<file path="src/pq_pkg.sv">
package pq_pkg;

  ///////////////////////////////////////////////////////////////////////
  // Queue geometry
  ///////////////////////////////////////////////////////////////////////

  // Key width in bits
  localparam int KEY_W = 32;

  // Number of entries in the queue
  localparam int DEPTH = 16;

  // Entry address width
  localparam int ADDR_W = $clog2(DEPTH);

  // Occupancy count, wide enough to reach DEPTH
  localparam int CNT_W = $clog2(DEPTH + 1);

  // Largest possible key, carried down during a dequeue
  localparam logic [KEY_W-1:0] FILL_KEY = {KEY_W{1'b1}};

  ///////////////////////////////////////////////////////////////////////
  // Carry register source select
  ///////////////////////////////////////////////////////////////////////

  // Shared between the control FSM and the swap datapath
  typedef enum logic [1:0]
  {
    LOAD_HOLD  = 2'b00,
    LOAD_INPUT = 2'b01,
    LOAD_ENTRY = 2'b10,
    LOAD_FILL  = 2'b11
  } pq_load_sel_t;

endpackage

</file>
<file path="src/pq_entry_ram.sv">
`timescale 1ns/1ps

// Single-port key store with a registered read port
module pq_entry_ram import pq_pkg::*;
(
  input  logic              clk,
  input  logic              we,
  input  logic [ADDR_W-1:0] addr,
  input  logic [KEY_W-1:0]  wr_data,
  output logic [KEY_W-1:0]  rd_data
);

  logic [KEY_W-1:0] mem [DEPTH];

  // Write port
  always_ff @(posedge clk)
  begin
    if (we)
    begin
      mem[addr] <= wr_data;
    end
  end

  // Read port returns the old entry on a write cycle,
  // so a swap needs only one edge
  always_ff @(posedge clk)
  begin
    rd_data <= mem[addr];
  end

endmodule

</file>
<file path="src/pq_swap_datapath.sv">
`timescale 1ns/1ps

// Carry register, its source mux and the key comparator
module pq_swap_datapath import pq_pkg::*;
(
  input  logic             clk,
  input  logic             rst,
  input  pq_load_sel_t     load_sel,
  input  logic [KEY_W-1:0] key_in,
  input  logic [KEY_W-1:0] rd_data,
  output logic [KEY_W-1:0] carry_key,
  output logic             key_less
);

  logic [KEY_W-1:0] carry_next;

  ///////////////////////////////////////////////////////////////////////
  // Source select
  ///////////////////////////////////////////////////////////////////////

  always_comb
  begin
    case (load_sel)
      LOAD_INPUT:
      begin
        carry_next = key_in;
      end
      LOAD_ENTRY:
      begin
        // Take the displaced entry on a swap
        carry_next = rd_data;
      end
      LOAD_FILL:
      begin
        carry_next = FILL_KEY;
      end
      default:
      begin
        carry_next = carry_key;
      end
    endcase
  end

  ///////////////////////////////////////////////////////////////////////
  // Carry register
  ///////////////////////////////////////////////////////////////////////

  always_ff @(posedge clk)
  begin
    if (rst)
    begin
      carry_key <= '0;
    end
    else
    begin
      carry_key <= carry_next;
    end
  end

  // Strictly less, so equal keys keep their place
  assign key_less = (carry_key < rd_data);

endmodule

</file>
<file path="src/pq_control_fsm.sv">
`timescale 1ns/1ps

// Sequencer for the insert and remove walks
module pq_control_fsm import pq_pkg::*;
(
  input  logic              clk,
  input  logic              rst,
  input  logic              enq,
  input  logic              deq,
  input  logic              key_less,
  output pq_load_sel_t      load_sel,
  output logic [ADDR_W-1:0] mem_addr,
  output logic              mem_we,
  output logic              out_valid,
  output logic              busy,
  output logic              full,
  output logic              empty,
  output logic [CNT_W-1:0]  count
);

  typedef enum logic [3:0]
  {
    IDLE        = 4'd0,
    ENQ_LOAD    = 4'd1,
    ENQ_READ    = 4'd2,
    ENQ_COMPARE = 4'd3,
    ENQ_PLACE   = 4'd4,
    DEQ_LOAD    = 4'd5,
    DEQ_READ    = 4'd6,
    DEQ_SWAP    = 4'd7,
    DEQ_OUTPUT  = 4'd8
  } state_t;

  state_t state;
  state_t next_state;

  logic [ADDR_W-1:0] idx;
  logic [ADDR_W-1:0] last_idx;
  logic              enq_go;
  logic              deq_go;

  ///////////////////////////////////////////////////////////////////////
  // Request acceptance and status
  ///////////////////////////////////////////////////////////////////////

  // Enqueue wins when both strobes arrive together
  assign enq_go = (state == IDLE) && !busy && enq && !full;
  assign deq_go = (state == IDLE) && !busy && deq && !empty && !enq_go;

  // Highest occupied index
  assign last_idx = ADDR_W'(count - CNT_W'(1));

  assign full      = (count == CNT_W'(DEPTH));
  assign empty     = (count == '0);
  assign out_valid = (state == DEQ_OUTPUT);

  ///////////////////////////////////////////////////////////////////////
  // Next state and datapath controls
  ///////////////////////////////////////////////////////////////////////

  always_comb
  begin
    next_state = state;
    load_sel   = LOAD_HOLD;
    mem_we     = 1'b0;
    mem_addr   = idx;
    case (state)
      IDLE:
      begin
        if (enq_go)
        begin
          // key_in is captured on the accepting edge
          load_sel   = LOAD_INPUT;
          next_state = ENQ_LOAD;
        end
        else if (deq_go)
        begin
          next_state = DEQ_LOAD;
        end
      end
      ENQ_LOAD:
      begin
        // Empty queue goes straight to slot 0
        if (empty)
        begin
          next_state = ENQ_PLACE;
        end
        else
        begin
          next_state = ENQ_READ;
        end
      end
      ENQ_READ:
      begin
        next_state = ENQ_COMPARE;
      end
      ENQ_COMPARE:
      begin
        if (key_less)
        begin
          mem_we   = 1'b1;
          load_sel = LOAD_ENTRY;
        end
        if (idx == last_idx)
        begin
          next_state = ENQ_PLACE;
        end
        else
        begin
          next_state = ENQ_READ;
        end
      end
      ENQ_PLACE:
      begin
        // First free slot sits right after the occupied ones
        mem_we     = 1'b1;
        mem_addr   = count[ADDR_W-1:0];
        next_state = IDLE;
      end
      DEQ_LOAD:
      begin
        load_sel   = LOAD_FILL;
        next_state = DEQ_READ;
      end
      DEQ_READ:
      begin
        next_state = DEQ_SWAP;
      end
      DEQ_SWAP:
      begin
        // Every step of a dequeue swaps
        mem_we   = 1'b1;
        load_sel = LOAD_ENTRY;
        if (idx == '0)
        begin
          next_state = DEQ_OUTPUT;
        end
        else
        begin
          next_state = DEQ_READ;
        end
      end
      DEQ_OUTPUT:
      begin
        next_state = IDLE;
      end
      default:
      begin
        next_state = IDLE;
      end
    endcase
  end

  ///////////////////////////////////////////////////////////////////////
  // State, index, count and busy registers
  ///////////////////////////////////////////////////////////////////////

  always_ff @(posedge clk)
  begin
    if (rst)
    begin
      state <= IDLE;
      idx   <= '0;
      count <= '0;
      busy  <= 1'b0;
    end
    else
    begin
      state <= next_state;

      // Busy holds one cycle past the return to IDLE
      if (enq_go || deq_go)
      begin
        busy <= 1'b1;
      end
      else if (state == IDLE)
      begin
        busy <= 1'b0;
      end

      case (state)
        IDLE:
        begin
          if (enq_go)
          begin
            idx <= '0;
          end
          else if (deq_go)
          begin
            idx <= last_idx;
          end
        end
        ENQ_COMPARE:
        begin
          if (idx != last_idx)
          begin
            idx <= idx + ADDR_W'(1);
          end
        end
        ENQ_PLACE:
        begin
          count <= count + CNT_W'(1);
        end
        DEQ_SWAP:
        begin
          if (idx != '0)
          begin
            idx <= idx - ADDR_W'(1);
          end
        end
        DEQ_OUTPUT:
        begin
          count <= count - CNT_W'(1);
        end
        default:
        begin
          idx <= idx;
        end
      endcase
    end
  end

endmodule

</file>
<file path="src/pq_top.sv">
`timescale 1ns/1ps

// Sorted priority queue of DEPTH keys
module pq_top import pq_pkg::*;
(
  input  logic             clk,
  input  logic             rst,
  input  logic             enq,
  input  logic [KEY_W-1:0] key_in,
  input  logic             deq,
  output logic [KEY_W-1:0] key_out,
  output logic             out_valid,
  output logic             busy,
  output logic             full,
  output logic             empty,
  output logic [CNT_W-1:0] count
);

  pq_load_sel_t      load_sel;
  logic              key_less;
  logic [ADDR_W-1:0] mem_addr;
  logic              mem_we;
  logic [KEY_W-1:0]  rd_data;
  logic [KEY_W-1:0]  carry_key;

  // Carried key doubles as the dequeue result
  assign key_out = carry_key;

  ///////////////////////////////////////////////////////////////////////
  // Control, datapath and entry store
  ///////////////////////////////////////////////////////////////////////

  pq_control_fsm i_pq_control_fsm
  (
    .clk       (clk),
    .rst       (rst),
    .enq       (enq),
    .deq       (deq),
    .key_less  (key_less),
    .load_sel  (load_sel),
    .mem_addr  (mem_addr),
    .mem_we    (mem_we),
    .out_valid (out_valid),
    .busy      (busy),
    .full      (full),
    .empty     (empty),
    .count     (count)
  );

  pq_swap_datapath i_pq_swap_datapath
  (
    .clk       (clk),
    .rst       (rst),
    .load_sel  (load_sel),
    .key_in    (key_in),
    .rd_data   (rd_data),
    .carry_key (carry_key),
    .key_less  (key_less)
  );

  // Memory always stores the carried key
  pq_entry_ram i_pq_entry_ram
  (
    .clk     (clk),
    .we      (mem_we),
    .addr    (mem_addr),
    .wr_data (carry_key),
    .rd_data (rd_data)
  );

endmodule

</file>
<file path="config.mk">
export PLATFORM = sky130hd
export DESIGN_NAME = pq_top
export DESIGN_NICKNAME = d
export VERILOG_FILES = /design/src/pq_pkg.sv /design/src/pq_entry_ram.sv /design/src/pq_swap_datapath.sv /design/src/pq_control_fsm.sv /design/src/pq_top.sv
export SDC_FILE = /design/constraint.sdc
export NUM_CORES = 1
export LEC_CHECK = 0
export BUFFER_PORTS_ARGS = -buffer_cell sky130_fd_sc_hd__buf_2
export CAP_MARGIN = 20
export CORE_ASPECT_RATIO = 2
export CORE_MARGIN = 1
export CORE_UTILIZATION = 35
export DETAILED_ROUTE_END_ITERATION = 10
export GPL_TIMING_DRIVEN = 0
export PLACE_DENSITY_LB_ADDON = 0.3
export SLEW_MARGIN = 10
export SYNTH_ARGS = -nofsm -noshare
export SYNTH_HDL_FRONTEND = slang
export SYNTH_SLANG_ARGS = --single-unit
</file>
<file path="constraint.sdc">
create_clock -name clk -period 6.45 [get_ports clk]
set_clock_uncertainty 0.2 [all_clocks]
set_input_delay 0.3225 -clock clk [delete_from_list [all_inputs] [get_ports clk]]
set_output_delay 0.3225 -clock clk [all_outputs]
set_load 0.05 [all_outputs]
</file>
---- Word level (Yosys, flattened, before mapping) ----
Memory sizes are Yosys's and may differ from the RTL's. A register that Yosys moved wholly into a read port is not among the register bits.
Cells that the tools add are included.
operators by class
  add/subtract/negate cells ............... 4
  order comparisons ....................... 1
  eq/ne operators ......................... 17
  mux-type cells .......................... 23
  reduce and logical (&&, ||, !) cells .... 21
operator list
  kind                 count
  $pmux 32 s3          1
  $lt 32x32->1         1
  $mux 4               8
  $pmux 4 s7           1
  $eq 4x3->1 const B   4
  $pmux 4 s3           1
  $pmux 5 s2           1
  $eq 4x2->1 const B   2
  $logic_not 4->1      2
  $pmux 2 s4           1
  $logic_and 1x1->1    6
  $mux 1               6
  $mux 3               2
  $reduce_bool 3->1    2
  $add 5x1->5 const B  1
  $eq 5x5->1 const B   1
  $logic_not 5->1      1
  $sub 5x1->5 const B  1
  $add 4x1->4 const B  1
  $eq 2x2->1 const B   2
  $eq 4x1->1 const B   1
  $eq 4x4->1           1
  $eq 4x4->1 const B   1
  $logic_not 1->1      4
  other kinds (12)     14
storage, ports and cells
  flip-flop bits (word level) ............. 46
  RAM bits ................................ 512
  input bits .............................. 36
  word-level logic and storage cells ...... 72
  memories ................................ 1
memory list
  name                depth  width  read ports  clocked after Yosys merged registers in  wr ports  RTL line            source
  i_pq_entry_ram.mem  16     32     1           1                                        1         pq_entry_ram.sv:13  logic [KEY_W-1:0] mem [DEPTH];

---- Logic depth before layout (Yosys ltp) ----
  depth in word-level cells ............... 9
  depth in mapped cells ................... 12
  mapped depth without buffers ............ 11

---- Modules after synthesis ----
A second synthesis with hierarchy kept.
second synthesis, totals
  cell total of the unflattened synthesis .. 1231
  area, all modules ....................... 23284.8 um2
modules (own cells, without submodules)
  module            times used  cells an instance  area each (um2)  sequential area each (um2)
  pq_entry_ram      1           840                19862.8          16015.4
  pq_swap_datapath  1           251                2163.3           640.6
  pq_control_fsm    1           140                1258.7           280.3

---- Worst setup path after synthesis ----
OpenSTA, ideal clock, no wires.
  path type ............................... reg-to-reg
  start point ............................. register i_pq_swap_datapath.carry_key[7]
  end point ............................... memory i_pq_entry_ram.mem[3][0] (enable)
  setup time .............................. 501 ps
  arrival time ............................ 5495 ps
  data required time ...................... 5749 ps
  path slack .............................. 254 ps
  stages on the path, launching flop included .. 9
  cells stage by stage .................... dfxtp_1 ha_1 a21oi_1 o21ai_0 a221o_1 o21ai_0 a211oi_1 clkbuf_1 nor4_1
between the ends
  longest elaborated chain between the ends .. 5
ends and longest elaborated chain
  item                          RTL line                source
  from (decl)                   pq_swap_datapath.sv:11  output logic [KEY_W-1:0] carry_key,
  from (signal assigned)        pq_swap_datapath.sv:56  carry_key <= carry_next;
  $lt 32x32->1                  pq_swap_datapath.sv:61  assign key_less = (carry_key < rd_data);
  $mux 1                        pq_control_fsm.sv:99    if (key_less)
  $pmux 1 s2                    pq_control_fsm.sv:67    case (state)
  $mux 1                        pq_entry_ram.sv:18      if (we)
  $mux 1 (not written as such)  pq_entry_ram.sv:20      mem[addr] <= wr_data;
  to (decl)                     pq_entry_ram.sv:13
No other way between the ends.

---- Final worst setup path ----
  start point ............................. register i_pq_control_fsm.state[3]
  end point ............................... memory i_pq_entry_ram.mem[2][13] (enable)
between the ends
  longest elaborated chain between the ends .. 5
  elaborated cells on any way between the ends .. 8
  those cells by class .................... 3 x eq/ne; 4 x mux; 1 x reduce/logical
ends and longest elaborated chain
  item                          RTL line               source
  from (decl)                   pq_control_fsm.sv:34   state_t state;
  from (signal assigned)        pq_control_fsm.sv:169  state <= next_state;
  $eq 4x3->1                    pq_control_fsm.sv:67
  $reduce_or 2->1 (no line)     -
  $pmux 1 s2                    pq_control_fsm.sv:67
  $mux 1                        pq_entry_ram.sv:18
  $mux 1 (not written as such)  pq_entry_ram.sv:20
Parallel ways exist; a longest one is shown, timed or not.

==> impl_metrics.env <==
export IMPL_critical_path_endpoint_type="flip-flop"
export IMPL_layout_commonest_cell="mux2i_1"
export IMPL_wl_per_cell_um=23.86
export IMPL_cts_tree="done"
export IMPL_finalSetupViolCount=0
export IMPL_cts_buffers=51
export IMPL_rows=137
export IMPL_async_reset_ff_share_pct=0
export IMPL_power_leakage_nw=11.48
export IMPL_synth_edf_count=512
export IMPL_irDropWorstVdd_v=0.0002414
export IMPL_area_growth_pct=17.45
export IMPL_die_h_um=378.2
export IMPL_ys_seq_elements=590
export IMPL_fin_setup_tns_ns=0
export IMPL_grt_pass1_wl_um=93370
export IMPL_worstPathArrival_ns=5.24
export IMPL_port_buffer_count=75
export IMPL_first_pass_iters=5
export IMPL_min_period_over_period_pct=79.78
export IMPL_root_buffer="clkbuf_16"
export IMPL_dp_cells=2554
export IMPL_initial_core_util_pct=35.41
export IMPL_die_area_um2=71900
export IMPL_required_ns=6.55
export IMPL_synth_nets=1544
export IMPL_clock_sinks=590
export IMPL_cts_buffer_depth=3
export IMPL_synth_top_area_cell="edfxtp_1"
export IMPL_swShare_pct=34.94
export IMPL_p_int_w=0.007939
export IMPL_place_area_um2=27130
export IMPL_final_core_util_pct=41.60
export IMPL_final_cell_area_um2=29090
export IMPL_start_kind="flip-flop"
export IMPL_antenna_found_initial=0
export IMPL_report_final_slew_viol_count=0
export IMPL_diodes=0
export IMPL_via_count=13764
export IMPL_grt_pass1_vias=14538
export IMPL_p_clk_share_pct=24.7
export IMPL_finalHoldViolCount=0
export IMPL_yosysTopAreaCellShare_pct=62.08
export IMPL_final_nets=1812
export IMPL_grt_max_degree=20
export IMPL_core_area_um2=69940
export IMPL_die_x_um=190.1
export IMPL_relSlewSlack_pct=25.88
export IMPL_combPwrFrac_pct=33.1
export IMPL_clk_pin_slew_ns=0.07
export IMPL_rsz0062_at_grt="false"
export IMPL_cts_resized=0
export IMPL_switchingPower_w=0.004264
export IMPL_fin_cells=2682
export IMPL_p_seq_share_pct=42.2
export IMPL_drive_above_1_share_pct=20.63
export IMPL_avgSynthCellArea_um2=16.84
export IMPL_grt_overflow=0
export IMPL_viasPerCell=5.132
export IMPL_dp_hpwl_um=47260
export IMPL_wl_um=63990
export IMPL_final_cell_mix="mux2i_1, edfxtp_1, buf_2"
export IMPL_cp_max_fo=10
export IMPL_top_level_ports=77
export IMPL_track_usage_pct=17.94
export IMPL_synth_area_top_cells="edfxtp_1, mux2i_1, dfxtp_1, a221oi_2, ha_1"
export IMPL_drt_first_iter_violations=927
export IMPL_ant_nets=0
export IMPL_synth_area_um2=24770
export IMPL_clk_latency_ns=0.60
export IMPL_yosys_warnings=0
export IMPL_gp_congestion=0.8339
export IMPL_syn_inst=1471
export IMPL_fill_cells=6368
export IMPL_worstSetupPathType="flip-flop to flip-flop"
export IMPL_tightest_slew_ns=1.112
export IMPL_status="completed"
export IMPL_min_delay_path_class="input pin to flip-flop"
export IMPL_max_freq_mhz=194.3
export IMPL_yosysUniqueCellTypes=62
export IMPL_synth_seq_area_share_pct=68.38
export IMPL_cts_htree_levels=2
export IMPL_power_density_nw_per_um2=419.5
export IMPL_period_needed_ns=5.146
export IMPL_cap_violations=0
export IMPL_drc=0
export IMPL_synthFlopType="edfxtp_1"
cell usage after synthesis (4+ instances only):
master    instances
buf_2            39
xor2_1            4
mux2i_1         517
xnor2_1           7
buf_6             6
ha_1             36
clkbuf_1         15
o21ai_0          10
inv_1            40
dfxtp_1          78
nor3_1            7
a21oi_1          25
nor2_1           21
edfxtp_1        512
nor4_1           20
a221oi_2         30
nand3_1           5
nand4_1           6
buf_1             9
nand2_1          23
critical path: stages (launching register included):
cell and delay [ns]:
dfxtp_1 0.31, buf_6 0.13, nor4b_4 0.53, mux2i_1 0.82, buf_2 0.48, buf_1 0.81, nand2_1 0.32, nor4_2 0.52
buf_2 0.32, buf_4 0.20, buf_4 0.18
layout make-up:
type                            count  area [µm²]  area share (%)
Sequential cell                   590       16940           58.22
Multi-Input combinational cell    762        7301           25.10
Timing Repair Buffer              215        1479           5.084
Clock buffer                       69        1436           4.938
Tap cell                          903        1130           3.884
Buffer                             79       480.5           1.652
Clock inverter                     24       177.7          0.6108
Inverter                           40       150.1          0.5161
power by group through the flow:
stage | logic, W | registers, W | clock network (W)
floorplan | 0.00261 | 0.00531 | 0
global placement | 0.00396 | 0.00525 | 0
detailed placement | 0.00407 | 0.00525 | 0
CTS | 0.00410 | 0.00517 | 0.00307
global route | 0.00431 | 0.00521 | 0.00319
finish | 0.00404 | 0.00515 | 0.00301
cell families (layout without fill, tap and decap cells):
logic type	count (synthesis)	count (layout)	share of synthesized area [%]
XOR/XNOR	12	12	0.4799
multiplexers	517	517	20.89
AO/OA/AOI/OAI	89	89	3.344
AND/OR/NAND/NOR	107	107	2.455
adder cells (fa/ha/maj)	37	37	1.899
flip-flops	590	590	68.38
buffers and inverters	119	427	2.546
stage by stage:
step / worst slack [ns] / power [W] / hold slack [ns]
5_1_grt: 1.067 / 0.01271 / 0.08080
4_1_cts: 1.346 / 0.01234 / 0.02384
3_3_place_gp: -4.515 / 0.009204 / 0.2648
3_5_place_dp: 1.371 / 0.009319 / 0.2665
2_1_floorplan: 0.2539 / 0.007916 / 0.2378
6_report: 1.304 / 0.01220 / 0.04879
what timing repair did:
item / CTS / global route
endpoints found under the hold margin: 38 / 0
setup buffers: 0 / 0
endpoints found under the setup margin: 0 / 0
hold buffers: 34 / 0
path summary, 6_finish.rpt:
check                                           startpoint                          endpoint  slack (ns)  cells after the start
worst min-delay path                                   enq             i_pq_control_fsm.busy        0.05                      4
worst max register to register   i_pq_control_fsm.state[3]         i_pq_entry_ram.mem[2][13]        1.30                     10
worst min register to register  i_pq_entry_ram.rd_data[25]  i_pq_swap_datapath.carry_key[25]        0.27                      2
worst max-delay path             i_pq_control_fsm.state[3]         i_pq_entry_ram.mem[2][13]        1.30                     10
sequential cells by signal (all words and copies together) (netlist names):
register and cells:
i_pq_entry_ram.mem 512, i_pq_entry_ram.rd_data 32, i_pq_swap_datapath.carry_key 32, i_pq_control_fsm.count 5, i_pq_control_fsm.idx 4, i_pq_control_fsm.state 4, i_pq_control_fsm.busy 1
routing by layer:
metal  share of wire, %  GRT usage, %  wire length (µm)  vias up
li1                   -             -                 -     6263
met2                 55         34.34             35230      365
met4                4.7         8.643              3036        0
met3                3.7         1.779              2364      149
met1                 36         19.32             23350     6987
met5                  0             0                 0        -
Power figures use the tool's default switching activity.
